## src/design/flow_pkg.sv

```systemverilog
/*
 * shared definitions for the two-lane flow path
 * lane_e names a lane in the splitter, flow control and merger
 * word layout offsets for the class and parity bits
 */

package flow_pkg;

    // one bit is enough to name either lane
    typedef enum logic {
        LANE_0 = 1'b0, // class bit low goes to FIFO 1
        LANE_1 = 1'b1  // class bit high goes to FIFO 2
    } lane_e;

    // a word is the data field plus these extra bits on top
    localparam int WORD_EXTRA = 2;

    // the positions below are counted from the top of the data field,
    // so bit DATA_W + CLASS_POS of a word is its class bit
    localparam int CLASS_POS  = 1; // top bit of the word
    localparam int PARITY_POS = 0; // just below the class bit

    // even parity covers the data field plus the parity bit
    // an odd number of ones there marks the word as bad

endpackage
```

## src/design/flow_top.sv

```systemverilog
/*
 * top level of the two-lane flow path
 * splitter, one FIFO per lane, flow control and merger wired in a pipeline
 */

`timescale 1ns/1ps

module flow_top #(
    parameter int DATA_W   = 8,
    parameter int DEPTH    = 8,
    parameter int AF_LEVEL = 6,
    parameter int AE_LEVEL = 1
) (
    input  logic                                  clk,
    input  logic                                  reset,
    input  logic                                  in_req,
    input  logic [DATA_W+flow_pkg::WORD_EXTRA-1:0] in_data,
    output logic                                  in_ack,
    output logic                                  out_req,
    output logic [DATA_W+flow_pkg::WORD_EXTRA-1:0] out_data,
    input  logic                                  out_ack,
    output logic                                  error
);

    logic [DATA_W+flow_pkg::WORD_EXTRA-1:0] push_data;
    logic [DATA_W+flow_pkg::WORD_EXTRA-1:0] head1;
    logic [DATA_W+flow_pkg::WORD_EXTRA-1:0] head2;
    logic            push_0, push_1;
    logic            write1, write2, read1, read2;
    logic            full1, empty1, af1, ae1, err1;
    logic            full2, empty2, af2, ae2, err2;
    logic            rd_valid, take;
    flow_pkg::lane_e rd_lane;

    class_splitter #(.DATA_W(DATA_W)) u_split (
        .clk(clk), .reset(reset),
        .in_req(in_req), .in_data(in_data), .in_ack(in_ack),
        .push_0(push_0), .push_1(push_1), .push_data(push_data),
        .written(write1 | write2) // either lane taking the word completes the push
    );

    // FIFO 1 holds lane 0, FIFO 2 holds lane 1
    lane_fifo #(.DATA_W(DATA_W), .DEPTH(DEPTH), .AF_LEVEL(AF_LEVEL), .AE_LEVEL(AE_LEVEL))
    u_fifo1 (
        .clk(clk), .reset(reset), .write(write1), .read(read1),
        .wr_data(push_data), .rd_data(head1),
        .full(full1), .empty(empty1), .almost_full(af1), .almost_empty(ae1),
        .error(err1)
    );

    lane_fifo #(.DATA_W(DATA_W), .DEPTH(DEPTH), .AF_LEVEL(AF_LEVEL), .AE_LEVEL(AE_LEVEL))
    u_fifo2 (
        .clk(clk), .reset(reset), .write(write2), .read(read2),
        .wr_data(push_data), .rd_data(head2),
        .full(full2), .empty(empty2), .almost_full(af2), .almost_empty(ae2),
        .error(err2)
    );

    dfcontrol u_ctrl (
        .clk(clk), .reset(reset), .push_0(push_0), .push_1(push_1),
        .almost_full1(af1), .almost_empty1(ae1), .fifo_empty1(empty1),
        .fifo_full1(full1), .fifo_error1(err1),
        .almost_full2(af2), .almost_empty2(ae2), .fifo_empty2(empty2),
        .fifo_full2(full2), .fifo_error2(err2),
        .take(take), .write1(write1), .write2(write2), .read1(read1), .read2(read2),
        .rd_valid(rd_valid), .rd_lane(rd_lane), .error(error)
    );

    lane_merger #(.DATA_W(DATA_W)) u_merge (
        .clk(clk), .reset(reset), .rd_valid(rd_valid), .rd_lane(rd_lane),
        .head1(head1), .head2(head2), .take(take),
        .out_req(out_req), .out_data(out_data), .out_ack(out_ack)
    );

endmodule

```

## src/design/lane_merger.sv

```systemverilog
/*
 * output side of the flow path
 * loads the head word of the lane picked by flow control into a holding
 * register and runs the output four-phase req/ack handshake
 */

`timescale 1ns/1ps

module lane_merger #(
    parameter int DATA_W = 8
) (
    input  logic                                  clk,
    input  logic                                  reset,
    input  logic                                  rd_valid,
    input  flow_pkg::lane_e                       rd_lane,
    input  logic [DATA_W+flow_pkg::WORD_EXTRA-1:0] head1,
    input  logic [DATA_W+flow_pkg::WORD_EXTRA-1:0] head2,
    output logic                                  take,
    output logic                                  out_req,
    output logic [DATA_W+flow_pkg::WORD_EXTRA-1:0] out_data,
    input  logic                                  out_ack
);

    localparam logic [1:0] HM_EMPTY = 2'd0; // holding register free
    localparam logic [1:0] HM_REQ   = 2'd1; // word offered, req high
    localparam logic [1:0] HM_DONE  = 2'd2; // req dropped, waiting for ack low

    logic [1:0]                           state;
    logic [DATA_W+flow_pkg::WORD_EXTRA-1:0] hold_data;

    assign take     = state == HM_EMPTY;
    assign out_req  = state == HM_REQ; // rises on the same edge as the load
    assign out_data = hold_data;

    // payload register, only loaded on a read
    always_ff @(posedge clk) begin
        if (take && rd_valid) begin
            hold_data <= (rd_lane == flow_pkg::LANE_0) ? head1 : head2;
        end
    end

    always_ff @(posedge clk) begin
        if (!reset) begin
            state <= HM_EMPTY;
        end else begin
            case (state)
                HM_EMPTY: if (rd_valid) state <= HM_REQ;
                HM_REQ:   if (out_ack) state <= HM_DONE;   // req falls at this edge
                HM_DONE:  if (!out_ack) state <= HM_EMPTY; // room again once ack is low
                default:  state <= HM_EMPTY;
            endcase
        end
    end

    // the consumer only acks a word that was offered
    a_ack_after_req: assert property (@(posedge clk) disable iff (!reset)
        out_ack |-> state != HM_EMPTY);

    // flow control only reads when there is room here
    a_read_has_room: assert property (@(posedge clk) disable iff (!reset)
        rd_valid |-> take);

endmodule

```

## src/design/dfcontrol.sv

```systemverilog
/*
 * flow control between the splitter, the two FIFOs and the merger
 * write gating against full FIFOs, read selection between the lanes
 * and the merged error output
 */

`timescale 1ns/1ps

module dfcontrol (
    input  logic            clk,
    input  logic            reset,
    input  logic            push_0,
    input  logic            push_1,
    input  logic            almost_full1,
    input  logic            almost_empty1,
    input  logic            fifo_empty1,
    input  logic            fifo_full1,
    input  logic            fifo_error1,
    input  logic            almost_full2,
    input  logic            almost_empty2,
    input  logic            fifo_empty2,
    input  logic            fifo_full2,
    input  logic            fifo_error2,
    input  logic            take,
    output logic            write1,
    output logic            write2,
    output logic            read1,
    output logic            read2,
    output logic            rd_valid,
    output flow_pkg::lane_e rd_lane,
    output logic            error
);

    flow_pkg::lane_e last;   // lane served by the previous read
    logic            urg1;
    logic            urg2;
    logic            cand1;
    logic            cand2;

    assign write1 = push_0 && !fifo_full1; // a push into a full FIFO just waits
    assign write2 = push_1 && !fifo_full2;
    assign error  = reset && (fifo_error1 || fifo_error2); // held low in reset

    // a lane near full goes first, otherwise every non-empty lane competes
    assign urg1  = !fifo_empty1 && almost_full1;
    assign urg2  = !fifo_empty2 && almost_full2;
    assign cand1 = (urg1 || urg2) ? urg1 : !fifo_empty1;
    assign cand2 = (urg1 || urg2) ? urg2 : !fifo_empty2;

    always_comb begin
        if (cand1 && cand2) begin
            rd_lane = (last == flow_pkg::LANE_0) ? flow_pkg::LANE_1 : flow_pkg::LANE_0;
        end else begin
            rd_lane = cand2 ? flow_pkg::LANE_1 : flow_pkg::LANE_0;
        end
    end

    assign rd_valid = take && (cand1 || cand2); // the merger must have room
    assign read1    = rd_valid && rd_lane == flow_pkg::LANE_0;
    assign read2    = rd_valid && rd_lane == flow_pkg::LANE_1;

    always_ff @(posedge clk) begin
        if (!reset) begin
            last <= flow_pkg::LANE_1; // so lane 0 is served first on a tie
        end else if (rd_valid) begin
            last <= rd_lane;
        end
    end

    // the splitter pushes into one lane at a time
    a_one_push: assert property (@(posedge clk) disable iff (!reset)
        !(push_0 && push_1));

    // an empty FIFO must not also claim to be almost empty or near full
    a_flags1: assert property (@(posedge clk) disable iff (!reset)
        fifo_empty1 |-> !almost_empty1 && !almost_full1 && !fifo_full1);

    a_flags2: assert property (@(posedge clk) disable iff (!reset)
        fifo_empty2 |-> !almost_empty2 && !almost_full2 && !fifo_full2);

endmodule

```

## src/design/lane_fifo.sv

```systemverilog
/*
 * first-word-fall-through FIFO for one lane
 * full, empty, almost-full and almost-empty flags from an occupancy count
 * sticky error when a word with bad parity is written
 */

`timescale 1ns/1ps

module lane_fifo #(
    parameter int DATA_W   = 8,
    parameter int DEPTH    = 8,
    parameter int AF_LEVEL = 6,
    parameter int AE_LEVEL = 1
) (
    input  logic                                  clk,
    input  logic                                  reset,
    input  logic                                  write,
    input  logic                                  read,
    input  logic [DATA_W+flow_pkg::WORD_EXTRA-1:0] wr_data,
    output logic [DATA_W+flow_pkg::WORD_EXTRA-1:0] rd_data,
    output logic                                  full,
    output logic                                  empty,
    output logic                                  almost_full,
    output logic                                  almost_empty,
    output logic                                  error
);

    localparam int WORD_W = DATA_W + flow_pkg::WORD_EXTRA;
    localparam int AW     = $clog2(DEPTH);

    logic [WORD_W-1:0] mem [DEPTH];
    logic [AW-1:0]     wr_ptr;
    logic [AW-1:0]     rd_ptr;
    logic [AW:0]       count;  // one extra bit so DEPTH itself fits
    logic              do_wr;
    logic              do_rd;
    logic              bad_parity;

    // internal strobes never move the count past full or empty
    assign do_wr = write && !full;
    assign do_rd = read && !empty;

    // odd number of ones over data plus parity bit
    assign bad_parity = ^{wr_data[DATA_W + flow_pkg::PARITY_POS], wr_data[DATA_W-1:0]};

    assign rd_data      = mem[rd_ptr]; // head word falls through
    assign full         = count == DEPTH;
    assign empty        = count == 0;
    assign almost_full  = count >= AF_LEVEL;
    assign almost_empty = count <= AE_LEVEL && count != 0; // empty is flagged on its own

    // storage is written at the tail pointer
    always_ff @(posedge clk) begin
        if (do_wr) mem[wr_ptr] <= wr_data;
    end

    always_ff @(posedge clk) begin
        if (!reset) begin
            wr_ptr <= '0;
            rd_ptr <= '0;
            count  <= '0;
            error  <= 1'b0;
        end else begin
            if (do_wr) begin
                wr_ptr <= (wr_ptr == AW'(DEPTH - 1)) ? '0 : wr_ptr + 1'b1;
            end
            if (do_rd) begin
                rd_ptr <= (rd_ptr == AW'(DEPTH - 1)) ? '0 : rd_ptr + 1'b1;
            end
            case ({do_wr, do_rd})
                2'b10:   count <= count + 1'b1;
                2'b01:   count <= count - 1'b1;
                default: count <= count; // both or neither leave it as is
            endcase
            if (do_wr && bad_parity) error <= 1'b1; // sticky until reset
        end
    end

    // flow control must never ask for more than the FIFO can do
    a_no_overflow: assert property (@(posedge clk) disable iff (!reset)
        write |-> !full);

    a_no_underflow: assert property (@(posedge clk) disable iff (!reset)
        read |-> !empty);

endmodule

```

## src/design/class_splitter.sv

```systemverilog
/*
 * input side of the flow path
 * runs the four-phase req/ack handshake with the producer and turns
 * each accepted word into one push for the lane named by its class bit
 */

`timescale 1ns/1ps

module class_splitter #(
    parameter int DATA_W = 8
) (
    input  logic                                  clk,
    input  logic                                  reset,
    input  logic                                  in_req,
    input  logic [DATA_W+flow_pkg::WORD_EXTRA-1:0] in_data,
    output logic                                  in_ack,
    output logic                                  push_0,
    output logic                                  push_1,
    output logic [DATA_W+flow_pkg::WORD_EXTRA-1:0] push_data,
    input  logic                                  written
);

    localparam logic [1:0] ST_IDLE  = 2'd0; // waiting for in_req
    localparam logic [1:0] ST_PUSH  = 2'd1; // push held, target FIFO was full
    localparam logic [1:0] ST_ACKED = 2'd2; // word written, ack up until req drops

    logic [1:0]      state;
    logic            push_any;
    flow_pkg::lane_e lane;

    // a push is live from the first cycle of req until the write lands
    assign push_any = (state == ST_IDLE && in_req) || state == ST_PUSH;
    assign lane     = flow_pkg::lane_e'(in_data[DATA_W + flow_pkg::CLASS_POS]);
    assign push_0   = push_any && lane == flow_pkg::LANE_0;
    assign push_1   = push_any && lane == flow_pkg::LANE_1;
    assign push_data = in_data; // both FIFOs see the word, only one gets the write
    assign in_ack   = state == ST_ACKED; // rises on the edge that performs the write

    always_ff @(posedge clk) begin
        if (!reset) begin
            state <= ST_IDLE;
        end else begin
            case (state)
                ST_IDLE:  if (in_req) state <= written ? ST_ACKED : ST_PUSH;
                ST_PUSH:  if (written) state <= ST_ACKED; // back-pressure keeps us here
                ST_ACKED: if (!in_req) state <= ST_IDLE;  // ack falls on this edge
                default:  state <= ST_IDLE;
            endcase
        end
    end

    // flow control reports a write only while this side is pushing
    a_write_has_push: assert property (@(posedge clk) disable iff (!reset)
        written |-> push_0 || push_1);

    // while a push is stalled the producer must keep req and the word steady
    a_req_held: assert property (@(posedge clk) disable iff (!reset)
        state == ST_PUSH |-> in_req && $stable(in_data));

endmodule

```

## config.mk

```make
export PLATFORM = sky130hd
export DESIGN_NAME = flow_top
export DESIGN_NICKNAME = d
export VERILOG_FILES = /design/src/design/flow_pkg.sv /design/src/design/flow_top.sv /design/src/design/lane_merger.sv /design/src/design/dfcontrol.sv /design/src/design/lane_fifo.sv /design/src/design/class_splitter.sv
export SDC_FILE = /design/constraint.sdc
export NUM_CORES = 1
export LEC_CHECK = 0
export BUFFER_PORTS_ARGS = -buffer_cell sky130_fd_sc_hd__buf_2
export CORE_ASPECT_RATIO = 1.25
export CORE_UTILIZATION = 55
export CTS_BUF_LIST = sky130_fd_sc_hd__clkbuf_16
export CTS_CLUSTER_SIZE = 20
export DETAILED_ROUTE_END_ITERATION = 7
export PLACE_DENSITY = 0.82
export SYNTH_ARGS = -nofsm -noshare
export SYNTH_HDL_FRONTEND = slang
export SYNTH_HIERARCHICAL = 1
export SYNTH_SLANG_ARGS = --single-unit
```

## constraint.sdc

```tcl
create_clock -name clk -period 2.8 [get_ports clk]
set_input_delay 0.14 -clock clk [delete_from_list [all_inputs] [get_ports clk]]
set_output_delay 0.14 -clock clk [all_outputs]
set_load 0.1 [all_outputs]
```

==> results.toml <==
[grt]
antenna_found_initial = 1
grt_pass1_wl_um = 25200
overflow = 0
grt_max_degree = 31
grt.total_usage_pct = 21.4
grt_pass1_vias = 4543

[sta]
period_share_pct = 96.3
tns_ns = 0
finClkSkew_ns = 0.0188
drv_slew = 0
max_freq_mhz = 371
timing.final.ws_setup_ns = 0.103
final-setup-viol-count = 0
hold_ws_ns = 0.0758
slew_headroom_pct = 61.6
finalHoldViolCount = 0
worstMarginPinSlew_ns = 0.576
period_needed_ns = 2.70

[worst_setup_path]
regToRegStartpoint = "u_fifo2/count[0]$_SDFFE_PN0P_"
startpoint = "u_fifo2/count[0]$_SDFFE_PN0P_"
ff2ff_path_depth = 14
startpoint_type = "flip-flop"
crit_type = "flip-flop to flip-flop"
required_ns = 3.18
worst_ep_arrival_time_ns = 3.08
cp_max_fo = 5
end_kind = "flip-flop"

[placement]
dpl.hpwl_um = 10300
finalWeightedCongestion = 0.768
place_ws_ns = 0.0331
dp.cells = 687
placed_cell_area_um2 = 8860
io_buffers = 26

[layout]
fin_area_um2 = 9550
layout_commonest_cell = "edfxtp_1"
finalNetCount = 558
final.fill_count = 985
drive_gt1_share_pct = 30.3
final_cell_mix = "edfxtp_1, mux4_2, dfxtp_1, buf_4, buf_2"
flow.area_growth_from_synthesis_pct = 13.6
utilization_pct = 63.9
final_cells = 724

[cts]
cts_made_buffers = 19
cts_setup_buffers = 0
ctsHtreeMaxLevel = 1
clk_path_buf_depth = 3
cts_sinks = 203
clkSlewWorstSetupHoldPaths_ns = 0.06
cts_tree = "built"
clock-root-buffer = "clkbuf_16"
clkLatencyLatePin_ns = 0.48

[detailed_routing]
met2WireLength_um = 8560
wl_met1_um = 6330
wl_met3_um = 1020
route.top_layer_used = "met4"
drc = 0
vias = 4355
vias_per_cell = 6.02
drt-initial-drc-count = 406
routed_wl_um = 16300
final_antenna_net_count = 0
post_drt_wl_per_cell_um = 22.6
drt-pass1-iter-count = 5

[power_and_ir_drop]
p_per_area_nw_per_um2 = 846
finalPower_mw = 8.08
irDropWorstVdd_mv = 0.677
p_leak_nw = 3.28

[synthesis]
synth.avg_cell_area_um2 = 17.7
netlist_area_um2 = 8410
syn_nets = 504
synth_warnings = 6
netlist_instances = 474

[floorplan]
core_um2 = 15000
die-height_um = 140
die-area_um2 = 15800
die_x_um = 113
start_util_pct = 56.2
placementRows = 50
ios = 27

[hold_path]
hold_depth = 1
hp-start = "in_data[9]"
hold_path_class = "primary input to flip-flop"

[outcome]
outcome = "completed"

[flow_run]
maxCapViolCount = 0
==> report_power, final <==
group	total, mW	internal, mW	switching, mW
combinational	2.04	0.709	1.33
clock	2.42	1.39	1.03
sequential	3.62	3.52	0.105
==> worst paths after layout <==
kind | to | slack [ns]
setup / recovery | u_fifo1/count[3]$_SDFFE_PN0P_ | 0.10
setup reg to reg | u_fifo1/count[3]$_SDFFE_PN0P_ | 0.10
hold / removal | u_fifo2/mem[5][9]$_DFFE_PP_ | 0.08
hold reg to reg | u_fifo2/error$_SDFFE_PN0P_ | 0.48
==> final cells by class <==
type | count | area (um2) | area share (%)
multi-input cells | 236 | 2550 | 26.7
clock buffers | 20 | 500 | 5.24
diodes | 1 | 2.50 | 0.0262
flip-flops and latches | 203 | 5770 | 60.4
repair buffers | 56 | 360 | 3.77
well taps | 182 | 228 | 2.39
inverters | 12 | 45.0 | 0.472
clock inverters | 14 | 91.3 | 0.957
==> sequential cells by signal (all words and copies together) (netlist names), 3 cells and up, named ones only <==
signal / cells
u_fifo1/mem: 80
u_fifo2/mem: 80
u_merge/out_data: 10
u_fifo1/count: 4
u_fifo2/count: 4
u_fifo1/rd_ptr: 3
u_fifo1/wr_ptr: 3
u_fifo2/rd_ptr: 3
u_fifo2/wr_ptr: 3
==> critical path, stage by stage, from the launching register on <==
cell and delay [ns]:
dfxtp_2 0.37, inv_1 0.07, ha_1 0.18, o21ai_0 0.19
nand2b_1 0.11, nor3b_2 0.20, a311oi_2 0.08, nor2_1 0.15
nand2b_1 0.10, inv_1 0.10, ha_4 0.16, or4b_4 0.49
a21oi_2 0.17, xor2_1 0.07, and2_1 0.15
==> what timing repair did <==
item                                    in CTS  in global routing
resized for setup                            0                 19
hold buffers                                 2                  0
endpoints found under the setup margin       0                  2
hold endpoints to repair                     3                  0
==> per-layer routing <==
metal	vias to the layer above	GRT usage [%]
met1	2214	26.9
li1	1951	-
met2	159	37.2
met3	31	3.94
met4	0	7.79
met5	-	0
Note: power is estimated with default switching activity, not from simulation.
